[src/hdl/sgb_loader_pkg.sv]
package sgb_loader_pkg;

	// ================================================
	// Download stream
	// ================================================

	// Byte address, data word and slot index from the host
	typedef logic [24:0] ioctl_addr_t;
	typedef logic [15:0] ioctl_data_t;
	typedef logic [7:0]  ioctl_index_t;

	// Slot numbers, compared against index bits 5:0
	// Index 0 is a Game Boy cartridge as well
	localparam logic [5:0] IDX_GB_CART  = 6'd1;
	localparam logic [5:0] IDX_SGB_BIOS = 6'd4;
	localparam logic [5:0] IDX_SGB_BOOT = 6'd5;

	// Set in the address of a 512 KB SGB2 BIOS
	localparam int SGB2_ADDR_BIT = 18;

	// Flags, address, compare, replace from the top down
	typedef logic [127:0] cheat_code_t;

	// ================================================
	// Sector port and backup RAM
	// ================================================

	typedef logic [31:0] sd_lba_t;
	typedef logic [7:0]  block_t;
	typedef logic [7:0]  buff_addr_t;

	// Block index followed by the buffer word address
	typedef logic [16:0] bk_addr_t;

	typedef logic [63:0] img_size_t;

	// ================================================
	// RTC sector
	// ================================================

	typedef logic [31:0] rtc_stamp_t;
	typedef logic [47:0] rtc_saved_t;

	// Words 0-1 timestamp, words 2-4 saved time
	localparam int RTC_WORDS = 5;

	// Everything past the RTC words reads back as this
	localparam ioctl_data_t FILL_WORD = '1;

endpackage

[src/hdl/download_if.sv]
`timescale 1ns/10ps

interface download_if;
	import sgb_loader_pkg::*;

	// Raw stream, qualified by ioctl_wr
	ioctl_addr_t ioctl_addr;
	ioctl_data_t ioctl_dout;
	logic        ioctl_wr;

	// Classified kinds
	logic        gb_cart_download;
	logic        code_download;

	// One-cycle pulses around a cartridge download
	logic        gb_load_start;
	logic        gb_load_end;

	modport source (
		output ioctl_addr, ioctl_dout, ioctl_wr,
		output gb_cart_download, code_download,
		output gb_load_start, gb_load_end
	);

	modport sink (
		input ioctl_addr, ioctl_dout, ioctl_wr,
		input gb_cart_download, code_download,
		input gb_load_start, gb_load_end
	);

endinterface

[src/hdl/load_decoder.sv]
`timescale 1ns/10ps

module load_decoder (
	input  logic                         clk_sys,
	input  logic                         RESET,
	input  logic                         ioctl_download,
	input  sgb_loader_pkg::ioctl_index_t ioctl_index,
	input  sgb_loader_pkg::ioctl_addr_t  ioctl_addr,
	input  sgb_loader_pkg::ioctl_data_t  ioctl_dout,
	input  logic                         ioctl_wr,
	output logic                         cart_download,
	output logic                         gb_cart_download,
	output logic                         boot_download,
	output logic                         is_sgb2_bios,
	download_if.source                   dl
);
	import sgb_loader_pkg::*;

	logic code_download;
	logic gb_dl_q;
	logic load_start;
	logic load_end;

	// ================================================
	// Slot classification
	// ================================================

	// Cheat codes come in on the all-ones slot
	assign code_download    = ioctl_download & (&ioctl_index);
	assign cart_download    = ioctl_download & (ioctl_index[5:0] == IDX_SGB_BIOS);
	assign boot_download    = ioctl_download & (ioctl_index[5:0] == IDX_SGB_BOOT);
	assign gb_cart_download = ioctl_download &
		((ioctl_index[5:0] == IDX_GB_CART) || (ioctl_index == '0));

	// Edges of the cartridge download
	always_ff @(posedge clk_sys) begin
		if (RESET) begin
			gb_dl_q    <= 1'b0;
			load_start <= 1'b0;
			load_end   <= 1'b0;
			is_sgb2_bios <= 1'b0;
		end else begin
			gb_dl_q    <= gb_cart_download;
			load_start <= gb_cart_download & ~gb_dl_q;
			load_end   <= ~gb_cart_download & gb_dl_q;
			// 512 KB image reaches past bit 18, 256 KB never does
			if (cart_download & ioctl_wr)
				is_sgb2_bios <= ioctl_addr[SGB2_ADDR_BIT];
		end
	end

	// Stream out to the consumers
	assign dl.ioctl_addr       = ioctl_addr;
	assign dl.ioctl_dout       = ioctl_dout;
	assign dl.ioctl_wr         = ioctl_wr;
	assign dl.gb_cart_download = gb_cart_download;
	assign dl.code_download    = code_download;
	assign dl.gb_load_start    = load_start;
	assign dl.gb_load_end      = load_end;

endmodule

[src/hdl/cheat_code_assembler.sv]
`timescale 1ns/10ps

module cheat_code_assembler (
	input  logic                        clk_sys,
	input  logic                        RESET,
	download_if.sink                    dl,
	output sgb_loader_pkg::cheat_code_t cheat_code,
	output logic                        gg_code_strobe,
	output logic                        gg_reset
);
	import sgb_loader_pkg::*;

	logic code_wr;

	assign code_wr = dl.code_download & dl.ioctl_wr;

	// Word slots, low half of each field first
	always_ff @(posedge clk_sys) begin
		if (code_wr) begin
			case (dl.ioctl_addr[3:0])
				4'd0:  cheat_code[111:96]  <= dl.ioctl_dout;
				4'd2:  cheat_code[127:112] <= dl.ioctl_dout;
				4'd4:  cheat_code[79:64]   <= dl.ioctl_dout;
				4'd6:  cheat_code[95:80]   <= dl.ioctl_dout;
				4'd8:  cheat_code[47:32]   <= dl.ioctl_dout;
				4'd10: cheat_code[63:48]   <= dl.ioctl_dout;
				4'd12: cheat_code[15:0]    <= dl.ioctl_dout;
				4'd14: cheat_code[31:16]   <= dl.ioctl_dout;
				default: ;
			endcase
		end
	end

	// Last word of the code in, hand it over
	always_ff @(posedge clk_sys) begin
		if (RESET)
			gg_code_strobe <= 1'b0;
		else
			gg_code_strobe <= code_wr & (dl.ioctl_addr[3:0] == 4'd14);
	end

	// Code list restarts at address 0, new cartridge drops all codes
	assign gg_reset = (code_wr && (dl.ioctl_addr == '0)) || dl.gb_cart_download;

	// Host never writes offset 14 twice in a row
	a_strobe_single: assert property (
		@(posedge clk_sys) disable iff (RESET)
		gg_code_strobe |=> !gg_code_strobe
	) else $error("gg_code_strobe held for more than one cycle");

endmodule

[src/hdl/backup_sequencer.sv]
`timescale 1ns/10ps

module backup_sequencer (
	input  logic                      clk_sys,
	input  logic                      RESET,
	download_if.sink                  dl,
	input  logic                      img_mounted,
	input  logic                      img_readonly,
	input  sgb_loader_pkg::img_size_t img_size,
	input  logic                      cart_has_save,
	input  logic                      rtc_inuse,
	input  sgb_loader_pkg::block_t    ram_mask,
	input  logic                      load_req,
	input  logic                      save_req,
	input  logic                      autosave,
	input  logic                      osd_status,
	input  logic                      cram_wr,
	input  logic                      sd_ack,
	output sgb_loader_pkg::sd_lba_t   sd_lba,
	output logic                      sd_rd,
	output logic                      sd_wr,
	output logic                      bk_busy,
	output logic                      bk_loading,
	output logic                      sav_pending,
	output logic                      sav_supported,
	output sgb_loader_pkg::block_t    block,
	output logic                      rtc_block
);
	import sgb_loader_pkg::*;

	typedef enum logic {
		ST_IDLE,
		ST_XFER
	} bk_state_t;

	bk_state_t state;
	logic      bk_ena;
	logic      load_q;
	logic      save_q;
	logic      ack_q;
	logic      save_trig;
	logic      load_start;
	logic      save_start;
	logic      xfer_start;
	logic      last_block;

	// ================================================
	// Triggers
	// ================================================

	// Autosave waits until the OSD is opened
	assign save_trig  = save_req | (sav_pending & osd_status & autosave);
	assign load_start = bk_ena & ((load_req & ~load_q) | (dl.gb_load_end & (|img_size)));
	assign save_start = bk_ena & save_trig & ~save_q;
	assign xfer_start = (state == ST_IDLE) & (load_start | save_start);

	assign sav_supported = cart_has_save & bk_ena;

	// Save file is mounted while the cartridge is still downloading
	always_ff @(posedge clk_sys) begin
		if (RESET) begin
			bk_ena <= 1'b0;
		end else begin
			if (dl.gb_load_start)
				bk_ena <= 1'b0;
			if (dl.gb_cart_download & img_mounted & ~img_readonly)
				bk_ena <= 1'b1;
		end
	end

	// Game wrote cartridge RAM outside the menu
	always_ff @(posedge clk_sys) begin
		if (RESET)
			sav_pending <= 1'b0;
		else if (cram_wr & ~osd_status & sav_supported)
			sav_pending <= 1'b1;
		else if (xfer_start | ~bk_ena)
			sav_pending <= 1'b0;
	end

	// ================================================
	// Sector FSM
	// ================================================

	assign block     = sd_lba[7:0];
	assign rtc_block = block > ram_mask;

	// One extra sector carries the RTC words
	assign last_block = rtc_inuse ? rtc_block : (block >= ram_mask);

	always_ff @(posedge clk_sys) begin
		if (RESET) begin
			state      <= ST_IDLE;
			load_q     <= 1'b0;
			save_q     <= 1'b0;
			ack_q      <= 1'b0;
			sd_lba     <= '0;
			sd_rd      <= 1'b0;
			sd_wr      <= 1'b0;
			bk_loading <= 1'b0;
		end else begin
			load_q <= load_req;
			save_q <= save_trig;
			ack_q  <= sd_ack;

			// Host took the request
			if (~ack_q & sd_ack) begin
				sd_rd <= 1'b0;
				sd_wr <= 1'b0;
			end

			case (state)
				ST_IDLE: begin
					if (xfer_start) begin
						state      <= ST_XFER;
						bk_loading <= load_start;
						sd_lba     <= '0;
						sd_rd      <= load_start;
						sd_wr      <= ~load_start;
					end
				end
				ST_XFER: begin
					// Sector done on falling ack
					if (ack_q & ~sd_ack) begin
						if (last_block) begin
							state      <= ST_IDLE;
							bk_loading <= 1'b0;
						end else begin
							sd_lba <= sd_lba + sd_lba_t'(1);
							sd_rd  <= bk_loading;
							sd_wr  <= ~bk_loading;
						end
					end
				end
				default: state <= ST_IDLE;
			endcase
		end
	end

	assign bk_busy = (state == ST_XFER);

	a_rd_wr_excl: assert property (
		@(posedge clk_sys) disable iff (RESET)
		!(sd_rd && sd_wr)
	) else $error("sd_rd and sd_wr high together");

	a_req_busy: assert property (
		@(posedge clk_sys) disable iff (RESET)
		(sd_rd || sd_wr) |-> bk_busy
	) else $error("sector request outside a transfer");

endmodule

[src/hdl/backup_block_router.sv]
`timescale 1ns/10ps

module backup_block_router (
	input  sgb_loader_pkg::block_t      block,
	input  logic                        rtc_block,
	input  sgb_loader_pkg::buff_addr_t  sd_buff_addr,
	input  sgb_loader_pkg::ioctl_data_t sd_buff_dout,
	input  logic                        sd_buff_wr,
	input  logic                        sd_ack,
	input  sgb_loader_pkg::ioctl_data_t bk_q,
	input  sgb_loader_pkg::rtc_stamp_t  rtc_timestamp,
	input  sgb_loader_pkg::rtc_saved_t  rtc_savedtime,
	output sgb_loader_pkg::ioctl_data_t sd_buff_din,
	output sgb_loader_pkg::bk_addr_t    bk_addr,
	output sgb_loader_pkg::ioctl_data_t bk_data,
	output logic                        bk_wr,
	output logic                        bk_rtc_wr
);
	import sgb_loader_pkg::*;

	// Loads land in backup RAM, or in the RTC when past ram_mask
	assign bk_addr   = bk_addr_t'({block, sd_buff_addr});
	assign bk_data   = sd_buff_dout;
	assign bk_wr     = sd_buff_wr & sd_ack & ~rtc_block;
	assign bk_rtc_wr = sd_buff_wr & sd_ack & rtc_block;

	// Save data, RTC sector built from the two time words
	always_comb begin
		if (!rtc_block) begin
			sd_buff_din = bk_q;
		end else if (sd_buff_addr >= buff_addr_t'(RTC_WORDS)) begin
			sd_buff_din = FILL_WORD;
		end else begin
			case (sd_buff_addr)
				8'd0:    sd_buff_din = rtc_timestamp[15:0];
				8'd1:    sd_buff_din = rtc_timestamp[31:16];
				8'd2:    sd_buff_din = rtc_savedtime[15:0];
				8'd3:    sd_buff_din = rtc_savedtime[31:16];
				8'd4:    sd_buff_din = rtc_savedtime[47:32];
				default: sd_buff_din = FILL_WORD;
			endcase
		end
	end

endmodule

[src/hdl/sgb_loader_top.sv]
`timescale 1ns/10ps

module sgb_loader_top (
	input  logic                         clk_sys,
	input  logic                         RESET,
	// Host download
	input  logic                         ioctl_download,
	input  sgb_loader_pkg::ioctl_index_t ioctl_index,
	input  sgb_loader_pkg::ioctl_addr_t  ioctl_addr,
	input  sgb_loader_pkg::ioctl_data_t  ioctl_dout,
	input  logic                         ioctl_wr,
	// Image and save control
	input  logic                         img_mounted,
	input  logic                         img_readonly,
	input  sgb_loader_pkg::img_size_t    img_size,
	input  logic                         cart_has_save,
	input  logic                         rtc_inuse,
	input  sgb_loader_pkg::block_t       ram_mask,
	input  logic                         load_req,
	input  logic                         save_req,
	input  logic                         autosave,
	input  logic                         osd_status,
	input  logic                         cram_wr,
	// Sector port
	output sgb_loader_pkg::sd_lba_t      sd_lba,
	output logic                         sd_rd,
	output logic                         sd_wr,
	input  logic                         sd_ack,
	input  sgb_loader_pkg::buff_addr_t   sd_buff_addr,
	input  sgb_loader_pkg::ioctl_data_t  sd_buff_dout,
	output sgb_loader_pkg::ioctl_data_t  sd_buff_din,
	input  logic                         sd_buff_wr,
	// Backup RAM and RTC
	output sgb_loader_pkg::bk_addr_t     bk_addr,
	output sgb_loader_pkg::ioctl_data_t  bk_data,
	output logic                         bk_wr,
	output logic                         bk_rtc_wr,
	input  sgb_loader_pkg::ioctl_data_t  bk_q,
	input  sgb_loader_pkg::rtc_stamp_t   rtc_timestamp,
	input  sgb_loader_pkg::rtc_saved_t   rtc_savedtime,
	// Status
	output logic                         cart_download,
	output logic                         gb_cart_download,
	output logic                         boot_download,
	output logic                         is_sgb2_bios,
	output sgb_loader_pkg::cheat_code_t  cheat_code,
	output logic                         gg_code_strobe,
	output logic                         gg_reset,
	output logic                         bk_busy,
	output logic                         bk_loading,
	output logic                         sav_pending,
	output logic                         sav_supported
);
	import sgb_loader_pkg::*;

	block_t block;
	logic   rtc_block;

	download_if dl_bus ();

	load_decoder u_decoder (
		.clk_sys          (clk_sys),
		.RESET            (RESET),
		.ioctl_download   (ioctl_download),
		.ioctl_index      (ioctl_index),
		.ioctl_addr       (ioctl_addr),
		.ioctl_dout       (ioctl_dout),
		.ioctl_wr         (ioctl_wr),
		.cart_download    (cart_download),
		.gb_cart_download (gb_cart_download),
		.boot_download    (boot_download),
		.is_sgb2_bios     (is_sgb2_bios),
		.dl               (dl_bus.source)
	);

	cheat_code_assembler u_cheat (
		.clk_sys        (clk_sys),
		.RESET          (RESET),
		.dl             (dl_bus.sink),
		.cheat_code     (cheat_code),
		.gg_code_strobe (gg_code_strobe),
		.gg_reset       (gg_reset)
	);

	backup_sequencer u_sequencer (
		.clk_sys       (clk_sys),
		.RESET         (RESET),
		.dl            (dl_bus.sink),
		.img_mounted   (img_mounted),
		.img_readonly  (img_readonly),
		.img_size      (img_size),
		.cart_has_save (cart_has_save),
		.rtc_inuse     (rtc_inuse),
		.ram_mask      (ram_mask),
		.load_req      (load_req),
		.save_req      (save_req),
		.autosave      (autosave),
		.osd_status    (osd_status),
		.cram_wr       (cram_wr),
		.sd_ack        (sd_ack),
		.sd_lba        (sd_lba),
		.sd_rd         (sd_rd),
		.sd_wr         (sd_wr),
		.bk_busy       (bk_busy),
		.bk_loading    (bk_loading),
		.sav_pending   (sav_pending),
		.sav_supported (sav_supported),
		.block         (block),
		.rtc_block     (rtc_block)
	);

	backup_block_router u_router (
		.block         (block),
		.rtc_block     (rtc_block),
		.sd_buff_addr  (sd_buff_addr),
		.sd_buff_dout  (sd_buff_dout),
		.sd_buff_wr    (sd_buff_wr),
		.sd_ack        (sd_ack),
		.bk_q          (bk_q),
		.rtc_timestamp (rtc_timestamp),
		.rtc_savedtime (rtc_savedtime),
		.sd_buff_din   (sd_buff_din),
		.bk_addr       (bk_addr),
		.bk_data       (bk_data),
		.bk_wr         (bk_wr),
		.bk_rtc_wr     (bk_rtc_wr)
	);

endmodule

[config.mk]
export PLATFORM = sky130hd
export DESIGN_NAME = sgb_loader_top
export DESIGN_NICKNAME = d
export VERILOG_FILES = /design/src/hdl/sgb_loader_pkg.sv /design/src/hdl/download_if.sv /design/src/hdl/load_decoder.sv /design/src/hdl/cheat_code_assembler.sv /design/src/hdl/backup_sequencer.sv /design/src/hdl/backup_block_router.sv /design/src/hdl/sgb_loader_top.sv
export SDC_FILE = /design/constraint.sdc
export NUM_CORES = 1
export LEC_CHECK = 0
export BUFFER_PORTS_ARGS = -buffer_cell sky130_fd_sc_hd__buf_4
export CORE_AREA = 2 2 186 188
export CTS_BUF_LIST = sky130_fd_sc_hd__clkbuf_8
export DETAILED_ROUTE_END_ITERATION = 10
export DIE_AREA = 0 0 188 190
export HOLD_SLACK_MARGIN = 0.08
export PLACE_DENSITY = 0.48
export SLEW_MARGIN = 25
export SYNTH_ARGS = -nofsm -noshare
export SYNTH_HDL_FRONTEND = slang
export SYNTH_SLANG_ARGS = --single-unit
[constraint.sdc]
create_clock -name clk_sys -period 7.84 [get_ports clk_sys]
set_input_delay 0.784 -clock clk_sys [delete_from_list [all_inputs] [get_ports clk_sys]]
set_output_delay 0.784 -clock clk_sys [all_outputs]
set_load 0.01 [all_outputs]
======== Word-level counts from Yosys, hierarchy flattened ========
Cells that the tools add are included.
word-level totals
  register bits ........................... 174
  output and inout bits ................... 223
  ROM bits ................................ 0
  memory bits (writable) .................. 0
  latch bits .............................. 0
  memories ................................ 0
operators by class
  equality and inequality tests ........... 18
  $lt $le $gt $ge ......................... 3
  muxes and demuxes ....................... 30
  reduce and logical (&&, ||, !) cells .... 21
  bitwise operators ....................... 44
  shifts and indexed selects .............. 0
  divide/modulo/power cells ............... 0
  $mul .................................... 0
  $add $sub $neg .......................... 1
operators by type and width
  kind                                                 number
  two-way mux 32 bit                                   3
  case mux 16 bit (5 select lines)                     1
  case mux 32 bit (2 select lines)                     1
  OR reduction 64 bit                                  1
  adder 32 x 1 -> 32 bit, second input constant        1
  two-way mux 16 bit                                   2
  bitwise AND 1 bit                                    27
  zero test 25 bit                                     1
  two-way mux 1 bit                                    19
  == test 4 bit, second input constant                 4
  == test 8 x 2 -> 1 bit, second input constant        2
  zero test 8 bit                                      2
  AND reduction 2 bit                                  8
  NOT 1 bit                                            13
  == test 6 x 3 -> 1 bit, second input constant        2
  == test 4 x 3 -> 1 bit, second input constant        2
  == test 8 x 1 -> 1 bit, second input constant        1
  == test 8 x 3 -> 1 bit, second input constant        1
  >= comparator 8 x 3 -> 1 bit, second input constant  1
  >= comparator 8 bit                                  1
  greater-than comparator 8 bit                        1
  case mux 1 bit (2 select lines)                      4
  AND reduction 8 bit                                  1
  == test 6 x 1 -> 1 bit, second input constant        1
  9 further kinds                                      17

======== Longest topological paths before layout ========
Gate-level depths: netlist (run 1).
  depth in word-level cells ............... 10
  depth in mapped cells ................... 9
  depth with buffers taken out ............ 8

======== Modules after synthesis ========
From an unflattened synthesis (run 1), not the netlist that was laid out.
unflattened totals
  cells, all modules ...................... 721
  area total of the unflattened synthesis .. 8,353.0 um2
modules (own cells, without submodules)
  module                cells an instance  area an instance (um2)  times used
  cheat_code_assembler  151                4,011.3                 1
  backup_sequencer      322                2,586.2                 1
  backup_block_router   182                1,218.7                 1
  load_decoder          66                 536.8                   1

======== Worst setup path before layout (run 1) ========
OpenSTA, ideal clock, no wires.
  kind .................................... in2out
  start point ............................. input port ioctl_index[5]
  end point ............................... output port gg_reset
  data required time ...................... 7,056 ps
  path buffers ............................ 0
  path slack .............................. 4,094 ps
  arrival ................................. 2,962 ps
  cell stages on the path ................. 5
  path through ............................ nand4_1 > nor4_1 > nor2b_1 > nor3b_1 > a21o_1
on the way
  cells in the longest elaborated chain, start to end .. 5
  elaborated cells between the ends (all ways) .. 9
  those cells by class .................... eq/ne (1); bitwise (3); reduce/logical (5)
RTL lines
  element              line                        text
  from (decl)          sgb_loader_top.sv:8         input sgb_loader_pkg::ioctl_index_t ioctl_index,
  AND reduction 8 bit  load_decoder.sv:29          assign code_download = ioctl_download & (&ioctl_index);
  bitwise AND 1 bit    load_decoder.sv:29
  bitwise AND 1 bit    cheat_code_assembler.sv:15  assign code_wr = dl.code_download & dl.ioctl_wr;
  logical AND 1 bit    cheat_code_assembler.sv:43  assign gg_reset = (code_wr && (dl.ioctl_addr == '0)) || dl.gb_cart_download;
  logical OR 1 bit *   cheat_code_assembler.sv:43
  to (decl)            sgb_loader_top.sv:48        output logic gg_reset,
Mark *: on every way between the ends. The rest lies on a longest branch, timed or not.

======== Worst setup path in the final report (run 1) ========
  start point ............................. input port sd_buff_addr[4]
  end point ............................... output port sd_buff_din[11]
on the way
  cells in the longest elaborated chain, start to end .. 4
  elaborated cells between the ends (all ways) .. 9
  those cells by class .................... order compare (1); eq/ne (4); mux (3); reduce/logical (1)
RTL lines
  element                                                               line                       text
  from (decl)                                                           sgb_loader_top.sv:29       input sgb_loader_pkg::buff_addr_t sd_buff_addr,
  branches (longest 2 deep; another with >= comparator 8 x 3 -> 1 bit)  n/a
  two-way mux 16 bit *                                                  backup_block_router.sv:31  end else if (sd_buff_addr >= buff_addr_t'(RTC_WORDS)) begin
  two-way mux 16 bit *                                                  backup_block_router.sv:29  if (!rtc_block) begin
  to (decl)                                                             sgb_loader_top.sv:31       output sgb_loader_pkg::ioctl_data_t sd_buff_din,
Every way passes the cells marked *.

==> summary.txt, run 1 <==
Yosys
  – Mean post-synth cell area: around 12 um2
  – Post-synthesis register bit count: 174
  – Post-synth EDFFs: roughly 130
  – Synth Net Count: 901
  – Post-synth top area share: 0.489
  – Register area share after synthesis: 0.606
  – Async set or reset register ratio after synthesis: 0
  – Yosys cell types: 70
  – Largest area contributor in the netlist: edfxtp_1
  – Commonest register cell after synthesis: edfxtp_1
  – Post-synthesis cell count: around 640
  – Netlist Area Pre-Place: about 8000 um2
  – Synth top area cells: edfxtp_1 (49%), dfxtp_1 (12%), buf_4 (3.2%), nor4_1 (2.4%), nand2_1 (2.2%)
  – YS warnings: 0

Setup path
  – Crit path max-delay cell type: or3b_2
  – Critical Path AT: ~3.2 ns
  – Critical Path Sink Type: primary output
  – Worst path bufs/invs: 2
  – Crit-path max cell delay: 0.70 ns
  – Critical path peak fanout: 16
  – Crit path launch type: input port
  – Required time worst endpoint: between 7 and 8 ns
  – Cell type group with the largest total delay on the critical path: simple AND/OR/NAND/NOR gates
  – R2R Setup Slk: around 4.4 ns
  – Crit-path cells: buf_4, nor4_1, or3b_2, nor3_4, o2bb2ai_1, a221o_1, o22a_1, buf_4
  – Worst Setup Path Type: in2out
  – Most used cell, CP: buf_4

Finish
  – Area of the multi-input gates: approximately 2700 um2
  – Most common cell after layout, fill and taps aside: buf_4
  – Reg area: approximately 4800 um2
  – Non-filler cells, final: approximately 1500
  – Share of cells above drive strength 1: 0.484
  – # fillers: around 3400
  – Area grow syn2layout: 52.1%
  – Final core occ: 0.352
  – Final net count: about 1300
  – Most frequent cells in the layout: buf_4 (456), edfxtp_1 (128), nand2_1 (46), dfxtp_1 (46), nor4_1 (30)

Global routing
  – Number of global-route vias before repair: around 7300
  – Initial antenna violation count: 1
  – GRT overflow: 0
  – Global-route wire length before repair: about 46000 um
  – GRT Total Usage: 0.171
  – Largest net degree at the start of global routing: 32

Detailed routing
  – DRC: 0
  – WL final: between 30000 and 40000 um
  – Pre-antenna DRT Iters: 5
  – Total number of vias: just over 7000
  – WL/cell: 20.4 um
  – Iteration-0 DRC count of the detailed router: 393
  – Antenna-violating nets left: 0
  – Post-DR vias/cell: ~4.7

STA
  – Fmax: roughly 250 MHz
  – Fin. Hold Viols: 0
  – Count of final max-slew check failures: 0
  – Slew HR: 0.349
  – Final worst-path cycle share: 0.509
  – Clk_skew: about 0.022 ns
  – Hold Slack: approximately 0.42 ns
  – Final worst slack: 3.85 ns
  – Final setup viols: 0
  – Setup TNS Final: 0 ns
  – RSZ-0062 raised after global routing: false
  – Tmin final: 3.99 ns
  – Worst-Margin Slew: 0.977 ns

Die
  – Rows: between 60 and 70
  – Die ar.: 35700 um2
  – Chip Height: 190 um
  – IO Count: 479
  – Initial Util: 0.231
  – Die Width: 188 um
  – Core region area: 33900 um2

Clocking
  – Post-CTS setup buffers: 0
  – CTS Buf Count: 17
  – Root Buffer: clkbuf_8
  – Hold buffer count at CTS: 0
  – CTS H-tree lvls: 4
  – CTS tree: yes
  – Post-CTS Resized: 0
  – Clock Path Buffers: 2
  – Clock-pin slew of the registers on the worst-case setup and hold paths: roughly 0.1 ns
  – Clock latency on the worst-skew pair: approximately 0.48 ns
  – CTS sink count: 174

Run
  – Max-cap violation count: 0

Place
  – Dpl ws: approximately 3.8 ns
  – HPWL Detailed: roughly 24000 um
  – Placer Congestion: around 0.83
  – Placed insts: around 1500
  – IO buf count: between 400 and 500

Hold path
  – HP Class: reg2reg

Power and ir drop
  – Peak VDD IR: around 0.085 mV
  – Power density cells: between 150 and 200 nW/um2
  – Leakage: between 0.005 and 0.006 uW

Outcome
  – Status: completed
kinds of logic (layout without fill, tap and decap cells):
logic type / count (synthesis) / in the layout / synth area share
buffers and inverters: 74 / 504 / 0.0568
multiplexers: 10 / 10 / 0.0127
adder cells (fa/ha/maj): 9 / 9 / 0.0143
AND/OR/NAND/NOR: 223 / 223 / 0.160
flip-flops: 174 / 174 / 0.606
AO/OA/AOI/OAI: 145 / 145 / 0.149
other: 1 / 2 / 0.000477
worst register-to-register path, delay by kind of cell, from the launching register on:
kind | cells | cell delay [ns]
flip-flops | 1 | 0.55
buffers and inverters | 3 | 0.63
AND/OR/NAND/NOR | 1 | 0.14
adder cells (fa/ha/maj) | 1 | 0.30
AO/OA/AOI/OAI | 5 | 1.76
power by group:
part | switching (uW) | internal, uW | total (uW) | leakage (uW)
sequential | 0.503 | 986 | 986 | 0.00152
combinational | 64.8 | 99.5 | 164 | 0.00328
clock | 400 | 248 | 647 | 0.000209
cell type report:
cell class	instances	share of cell area
antenna	1	0.000209
inverter	15	0.00471
timing repair buffer	457	0.288
sequential	174	0.399
clock inverter	15	0.0152
multi-input combinational	388	0.226
clock buffer	17	0.0196
tap	455	0.0476
path summary, 6_finish.rpt:
kind / from / endpoint / cells past startpoint
setup reg to reg: u_sequencer.sd_lba[0] / u_sequencer.sd_lba[25] / 10
hold / removal: u_decoder.gb_dl_q / u_decoder.dl.gb_load_start / 1
setup / recovery: sd_buff_addr[4] / sd_buff_din[11] / 8
hold reg to reg: u_decoder.gb_dl_q / u_decoder.dl.gb_load_start / 1
synthesized netlist by cell type (all sizes together) (4+ instances only):
cell type and instances:
edfxtp 128, dfxtp 46, nand2 46, buf 42
nor4 30, nor2 26, nand3 23, o22a 16
and3 15, clkbuf 15, inv 15, a21oi 14
a31oi 14, nand4 14, a211o 12, a221o 12
nor3 12, a222oi 10, a22oi 10, mux2i 10
ha 9, o21ai 8, or4 8, and2 7
nor2b 7, a21o 6, nand2b 6, nor3b 6
o2bb2ai 6, or3 6, and4 5, o211a 5
o211ai 5, a2111oi 4, a211oi 4
registers in the layout, indices dropped and copies added, names as in the netlist:
register / cells
u_sequencer.sav_pending: 1
u_sequencer.load_q: 1
u_decoder.is_sgb2_bios: 1
u_sequencer.bk_busy: 1
u_sequencer.bk_loading: 1
u_cheat.gg_code_strobe: 1
u_sequencer.save_q: 1
u_cheat.cheat_code: 128
u_sequencer.sd_wr: 1
u_decoder.dl.gb_load_start: 1
u_sequencer.sd_lba: 32
u_decoder.gb_dl_q: 1
u_sequencer.bk_ena: 1
u_sequencer.sd_rd: 1
u_sequencer.ack_q: 1
u_decoder.dl.gb_load_end: 1
metal layers:
metal | part of all wire | global-route usage
met1 | 0.40 | 0.196
met2 | 0.49 | 0.293
met3 | 0.069 | 0.0463
met4 | 0.043 | 0.0869
met5 | 0 | 0
through the flow:
step	total power [uW]	area (um2)
finish	1800	12000
global route	1870	12000
CTS	1830	11900
detailed placement	1170	11500
global placement	1170	11500
floorplan	1060	7860
Note: power is estimated with default switching activity, not from simulation.
==> run 2, diff against run 1 <==
Clock period 7.84 ns to 4.1 ns, I/O delays scaled along.
==> summary.txt, run 2 (synthesis gave the netlist of run 1 again) <==
STA
  – Final worst-path cycle share: 0.821
  – Final setup viols: 0 (unchanged)
  – Worst-Margin Slew: 1.01 ns (+0.0363 ns)
  – Count of final max-slew check failures: 0 (unchanged)
  – Setup TNS Final: 0 ns (unchanged)
  – Fmax: a little under 300 MHz
  – Slew HR: 0.324 (-0.0242)
  – Tmin final: ~3.4 ns
  – Fin. Hold Viols: 0 (unchanged)
  – Hold Slack: 0.177 ns (-0.242 ns)
  – RSZ-0062 raised after global routing: false
  – Clk_skew: 0.0197 ns (-0.00227 ns)

Detailed routing
  – Total number of vias: 7115 (+0.47%)
  – WL final: 31000 um (+0.10%)
  – Post-DR vias/cell: 4.65 (about the same)
  – DRC: 0 (unchanged)
  – Antenna-violating nets left: 0 (unchanged)
  – Pre-antenna DRT Iters: 5 (unchanged)
  – WL/cell: 20.3 um (-0.42%)
  – Iteration-0 DRC count of the detailed router: 323 (-18%)

Clocking
  – CTS tree: yes
  – Post-CTS Resized: 0 (unchanged)
  – Hold buffer count at CTS: 0 (unchanged)
  – Clock-pin slew of the registers on the worst-case setup and hold paths: 0.12 ns (+0.02 ns)
  – Post-CTS setup buffers: 0 (unchanged)
  – Root Buffer: clkbuf_8
  – Clock Path Buffers: 2 (unchanged)
  – CTS H-tree lvls: 4 (unchanged)
  – Clock latency on the worst-skew pair: 0.47 ns (about the same)
  – CTS Buf Count: 17 (unchanged)
  – CTS sink count: 174 (unchanged)

Die
  – Chip Height: 190 um (unchanged)
  – Die Width: 188 um (unchanged)
  – Initial Util: 0.231 (unchanged)
  – Die ar.: 35700 um2 (unchanged)
  – Core region area: 33900 um2 (unchanged)
  – IO Count: 479 (unchanged)
  – Rows: 68 (unchanged)

Global routing
  – GRT overflow: 0 (unchanged)
  – Largest net degree at the start of global routing: 32 (unchanged)
  – Initial antenna violation count: 0 (-1)
  – Number of global-route vias before repair: 7130 (-2.0%)
  – Global-route wire length before repair: 45000 um (-1.6%)
  – GRT Total Usage: 0.169 (-0.00229)

Setup path
  – Critical Path AT: 2.96 ns (-0.25 ns)
  – Setup crit start: u_sequencer.sd_lba[1]
  – Critical path peak fanout: 16 (unchanged)
  – Required time worst endpoint: 3.69 ns (-3.37 ns)
  – R2R Setup Slk: 0.82 ns (-3.54 ns)
  – R2R Path End: u_sequencer.sd_wr
  – Crit path launch type: register
  – Critical Path Sink Type: primary output
  – Reg-to-Reg Start: u_sequencer.sd_lba[0]
  – Worst reg2reg path depth: 8 (-2)
  – Worst Setup Path Type: reg2out
  – Crit path capture: sd_buff_din[11]

Finish
  – Area grow syn2layout: 52.7%
  – Final Cell Area: 12000 um2 (+0.42%)
  – Most frequent cells in the layout: buf_4 (465), edfxtp_1 (128), nand2_1 (46), dfxtp_1 (46), nor4_1 (30)
  – Share of cells above drive strength 1: 0.487 (+0.00339)
  – Final core occ: 0.353 (+0.00147)
  – Most common cell after layout, fill and taps aside: buf_4
  – Non-filler cells, final: 1530 (+0.53%)
  – Diode count: 0 (-1)
  – Final net count: 1327 (+0.68%)
  – Reg with most FFs: u_cheat.cheat_code
  – Max reg flops: 128 (unchanged)
  – Top flop regs: u_cheat.cheat_code x128, u_sequencer.sd_lba x32

Power and ir drop
  – Leakage: 0.00505 uW (+0.73%)
  – Peak VDD IR: 0.181 mV (+110%)
  – Power density cells: 286 nW/um2 (+90%)

Place
  – HPWL Detailed: 24200 um (-0.50%)
  – Post-Place Cell Area: 11600 um2 (+0.51%)
  – Placed insts: 1498 (+0.67%)
  – IO buf count: 445 (unchanged)
  – Placer Congestion: 0.815 (-1.3%)

Hold path
  – Worst Hold Depth: 1 (unchanged)
  – HP Class: in2reg

Run
  – Max-cap violation count: 0 (unchanged)

Outcome
  – Status: completed
run 2: worst min-delay path by stage:
stage / from / to / slack (ns)
floorplan: u_decoder.gb_dl_q / u_decoder.dl.gb_load_start / 0.38
global placement: u_decoder.gb_dl_q / u_decoder.dl.gb_load_start / 0.39
detailed placement: u_decoder.gb_dl_q / u_decoder.dl.gb_load_start / 0.40
CTS: ioctl_dout[15] / u_cheat.cheat_code[31] / 0.13
global route: ioctl_dout[15] / u_cheat.cheat_code[63] / 0.13
finish: ioctl_dout[15] / u_cheat.cheat_code[31] / 0.18
run 2: stage by stage:
step                setup slack (ns)  total power (uW)
floorplan                       1.10              2020
global placement               0.831              2230
detailed placement             0.815              2240
CTS                            0.675              3490
global route                   0.546              3580
finish                         0.734              3430
run 2: power by group:
part | switching [uW] | leakage [uW] | internal, uW
Combinational | 117 | 0.00332 | 191
Sequential | 1.05 | 0.00152 | 1880
Clock | 766 | 0.000206 | 470
Total | 884 | 0.00505 | 2550
run 2: cell type report:
type / count / area [um2]
Fill cell: 3428 / 21900
Sequential cell: 174 / 4760
Inverter: 15 / 56.3
Timing Repair Buffer: 466 / 3500
Clock inverter: 15 / 190
Tap cell: 455 / 569
Multi-Input combinational cell: 388 / 2680
Clock buffer: 17 / 234
run 2: per-layer routing:
layer | part of all wire | global-route usage
met4 | 0.024 | 0.0594
met1 | 0.41 | 0.196
met2 | 0.51 | 0.304
met3 | 0.066 | 0.0382
met5 | 0 | 0
run 2: worst max-delay path, cell delays in order (launching register included):
cell and delay (ns):
dfxtp_1 0.51, ha_1 0.32, nor2b_1 0.14, o21a_1 0.16, o21a_1 0.16, o21bai_1 0.15
a221o_1 0.65, o22a_1 0.26, buf_4 0.13
==> run 3, diff against run 2 <==
Clock period 4.1 ns to 3.45 ns, I/O delays scaled along.
==> summary.txt, run 3 (synthesis gave the netlist of run 1 again) <==
Die
  – Core region area: 33900 um2 (unchanged)
  – Rows: 68 (unchanged)
  – Chip Height: 190 um (unchanged)
  – Die Width: 188 um (unchanged)
  – IO Count: 479 (unchanged)
  – Initial Util: 0.231 (unchanged)
  – Die ar.: 35700 um2 (unchanged)

Detailed routing
  – DRC: 0 (unchanged)
  – Iteration-0 DRC count of the detailed router: 377 (+17%)
  – Antenna-violating nets left: 0 (unchanged)
  – Total number of vias: 7182 (+0.94%)
  – WL final: 30800 um (-0.91%)
  – Pre-antenna DRT Iters: 6 (+1)
  – Post-DR vias/cell: 4.63 (-0.36%)
  – WL/cell: 19.8 um (-2.2%)

STA
  – Slew HR: 0.415 (+0.0908)
  – Final setup viols: 0 (unchanged)
  – Fin. Hold Viols: 0 (unchanged)
  – Setup TNS Final: 0 ns (unchanged)
  – Final worst-path cycle share: 0.924
  – Clk_skew: 0.0202 ns (+0.000552 ns)
  – Tmin final: between 3 and 4 ns
  – Worst-Margin Slew: 0.869 ns (-0.144 ns)
  – Count of final max-slew check failures: 0 (unchanged)
  – RSZ-0062 raised after global routing: false
  – Fmax: approximately 310 MHz

Power and ir drop
  – Reg power frac: 0.555 (+0.005)
  – Internal Power: 3030 uW (+19%)
  – Clock share of power: 0.352 (-0.008)
  – Comb pwr share: 0.094 (+0.004)
  – Peak VDD IR: 0.191 mV (+5.7%)
  – Sw frac: 0.251 (-0.00665)
  – Switching pwr: 1020 uW (+15%)
  – Power density cells: 332 nW/um2 (+16%)
  – Leakage: 0.00515 uW (+2.0%)

Global routing
  – Global-route wire length before repair: 44600 um (-0.80%)
  – GRT overflow: 0 (unchanged)
  – Initial antenna violation count: 0 (unchanged)
  – GRT Total Usage: 0.167 (-0.00137)
  – Largest net degree at the start of global routing: 32 (unchanged)
  – Number of global-route vias before repair: 7088 (-0.59%)

Setup path
  – R2R Setup Slk: 0.44 ns (-0.38 ns)
  – Critical Path Sink Type: primary output
  – Required time worst endpoint: 3.11 ns (-0.58 ns)
  – Critical path peak fanout: 16 (unchanged)
  – R2R Path End: u_sequencer.sd_lba[22]
  – Worst reg2reg path depth: 8 (unchanged)
  – Crit path launch type: register
  – Critical Path AT: 2.84 ns (-0.12 ns)
  – Worst Setup Path Type: reg2out
  – Reg-to-Reg Start: u_sequencer.sd_lba[0]

Hold path
  – Hold Path End: u_cheat.cheat_code[38]
  – Worst Hold Depth: 1 (unchanged)
  – HP Class: in2reg
  – Min-Delay Startpoint: ioctl_dout[6]

Finish
  – Diode count: 0 (unchanged)
  – Area grow syn2layout: 54.7%
  – Share of cells above drive strength 1: 0.488 (about the same)
  – Max reg flops: 128 (unchanged)
  – Final Cell Area: 12200 um2 (+1.3%)
  – Most common cell after layout, fill and taps aside: buf_4
  – Reg with most FFs: u_cheat.cheat_code
  – Top flop regs: u_cheat.cheat_code x128, u_sequencer.sd_lba x32
  – Final net count: 1347 (+1.5%)
  – Most frequent cells in the layout: buf_4 (476), edfxtp_1 (128), nand2_1 (46), dfxtp_1 (46), nor4_1 (30)

Clocking
  – CTS Buf Count: 17 (unchanged)
  – CTS sink count: 174 (unchanged)
  – Clock Path Buffers: 2 (unchanged)
  – Post-CTS setup buffers: 0 (unchanged)
  – Clock-pin slew of the registers on the worst-case setup and hold paths: 0.10 ns (-0.02 ns)
  – Root Buffer: clkbuf_8
  – CTS H-tree lvls: 4 (unchanged)
  – CTS tree: yes
  – Clock latency on the worst-skew pair: 0.46 ns (about the same)

Place
  – IO buf count: 445 (unchanged)
  – HPWL Detailed: 24100 um (-0.47%)
  – Post-Place Cell Area: 11600 um2 (+0.62%)
  – Placer Congestion: 0.843 (+3.5%)

Run
  – Max-cap violation count: 0 (unchanged)

Outcome
  – Status: completed
==> run 3: area by class of cell <==
type | count | area (um2)
multi-input cells | 388 | 2700
clock buffers | 17 | 234
fillers | 3407 | 21800
well taps | 455 | 569
flip-flops and latches | 174 | 4760
inverters | 15 | 56.3
repair buffers | 486 | 3670
clock inverters | 15 | 164
==> run 3: metrics by stage <==
step / power [uW] / hold WS (ns) / instances / utilization / worst slack (ns)
after floorplan: 2400 / 0.383 / 636 / - / 0.582
after CTS: 4120 / 0.0818 / 1550 / 0.358 / 0.187
after global placement: 2650 / 0.391 / 1508 / 0.343 / 0.333
after global routing: 4220 / 0.0922 / 1550 / 0.358 / 0.0943
final: 4040 / 0.138 / 1550 / 0.358 / 0.261
after detailed placement: 2660 / 0.393 / 1508 / 0.343 / 0.224
==> run 3: how the worst max path moves through the flow <==
stage                          start                end  slack (ns)  cells after the start
2_1_floorplan         ioctl_index[5]           gg_reset        0.58                      5
3_3_place_gp         sd_buff_addr[4]    sd_buff_din[11]        0.33                      6
3_5_place_dp             ram_mask[7]  u_sequencer.sd_wr        0.22                      8
4_1_cts        u_sequencer.sd_lba[1]    sd_buff_din[11]        0.19                      8
5_1_grt        u_sequencer.sd_lba[1]    sd_buff_din[11]        0.09                      8
6_report       u_sequencer.sd_lba[1]    sd_buff_din[11]        0.26                      8
==> run 3: power groups by stage <==
stage	Combinational (uW)	Sequential, uW	Clock, uW
final	378	2240	1420
after CTS	380	2240	1490
after global routing	407	2240	1570
after global placement	366	2290	0
after detailed placement	369	2290	0
after floorplan	108	2290	0
==> run 3: repair_timing <==
item                                    CTS  global route
endpoints found under the setup margin    0             1
hold buffers                             10             0
gates resized for setup                   0             1
endpoints found under the hold margin    66             0
==> run 3: critical path: stages, from the launching register on <==
cell and delay, ns:
dfxtp_1 0.33, ha_1 0.31, nor2b_1 0.14, o21a_1 0.16
o21a_1 0.16, o21bai_1 0.16, a221o_1 0.65, o22a_1 0.32
buf_4 0.15
==> run 3: per-layer routing <==
metal	vias to the layer above	track usage	routed length [um]
met4	0	0.0584	707
met5	-	0	0
met3	23	0.0422	2080
li1	3392	-	-
met1	3413	0.192	12400
met2	354	0.302	15600
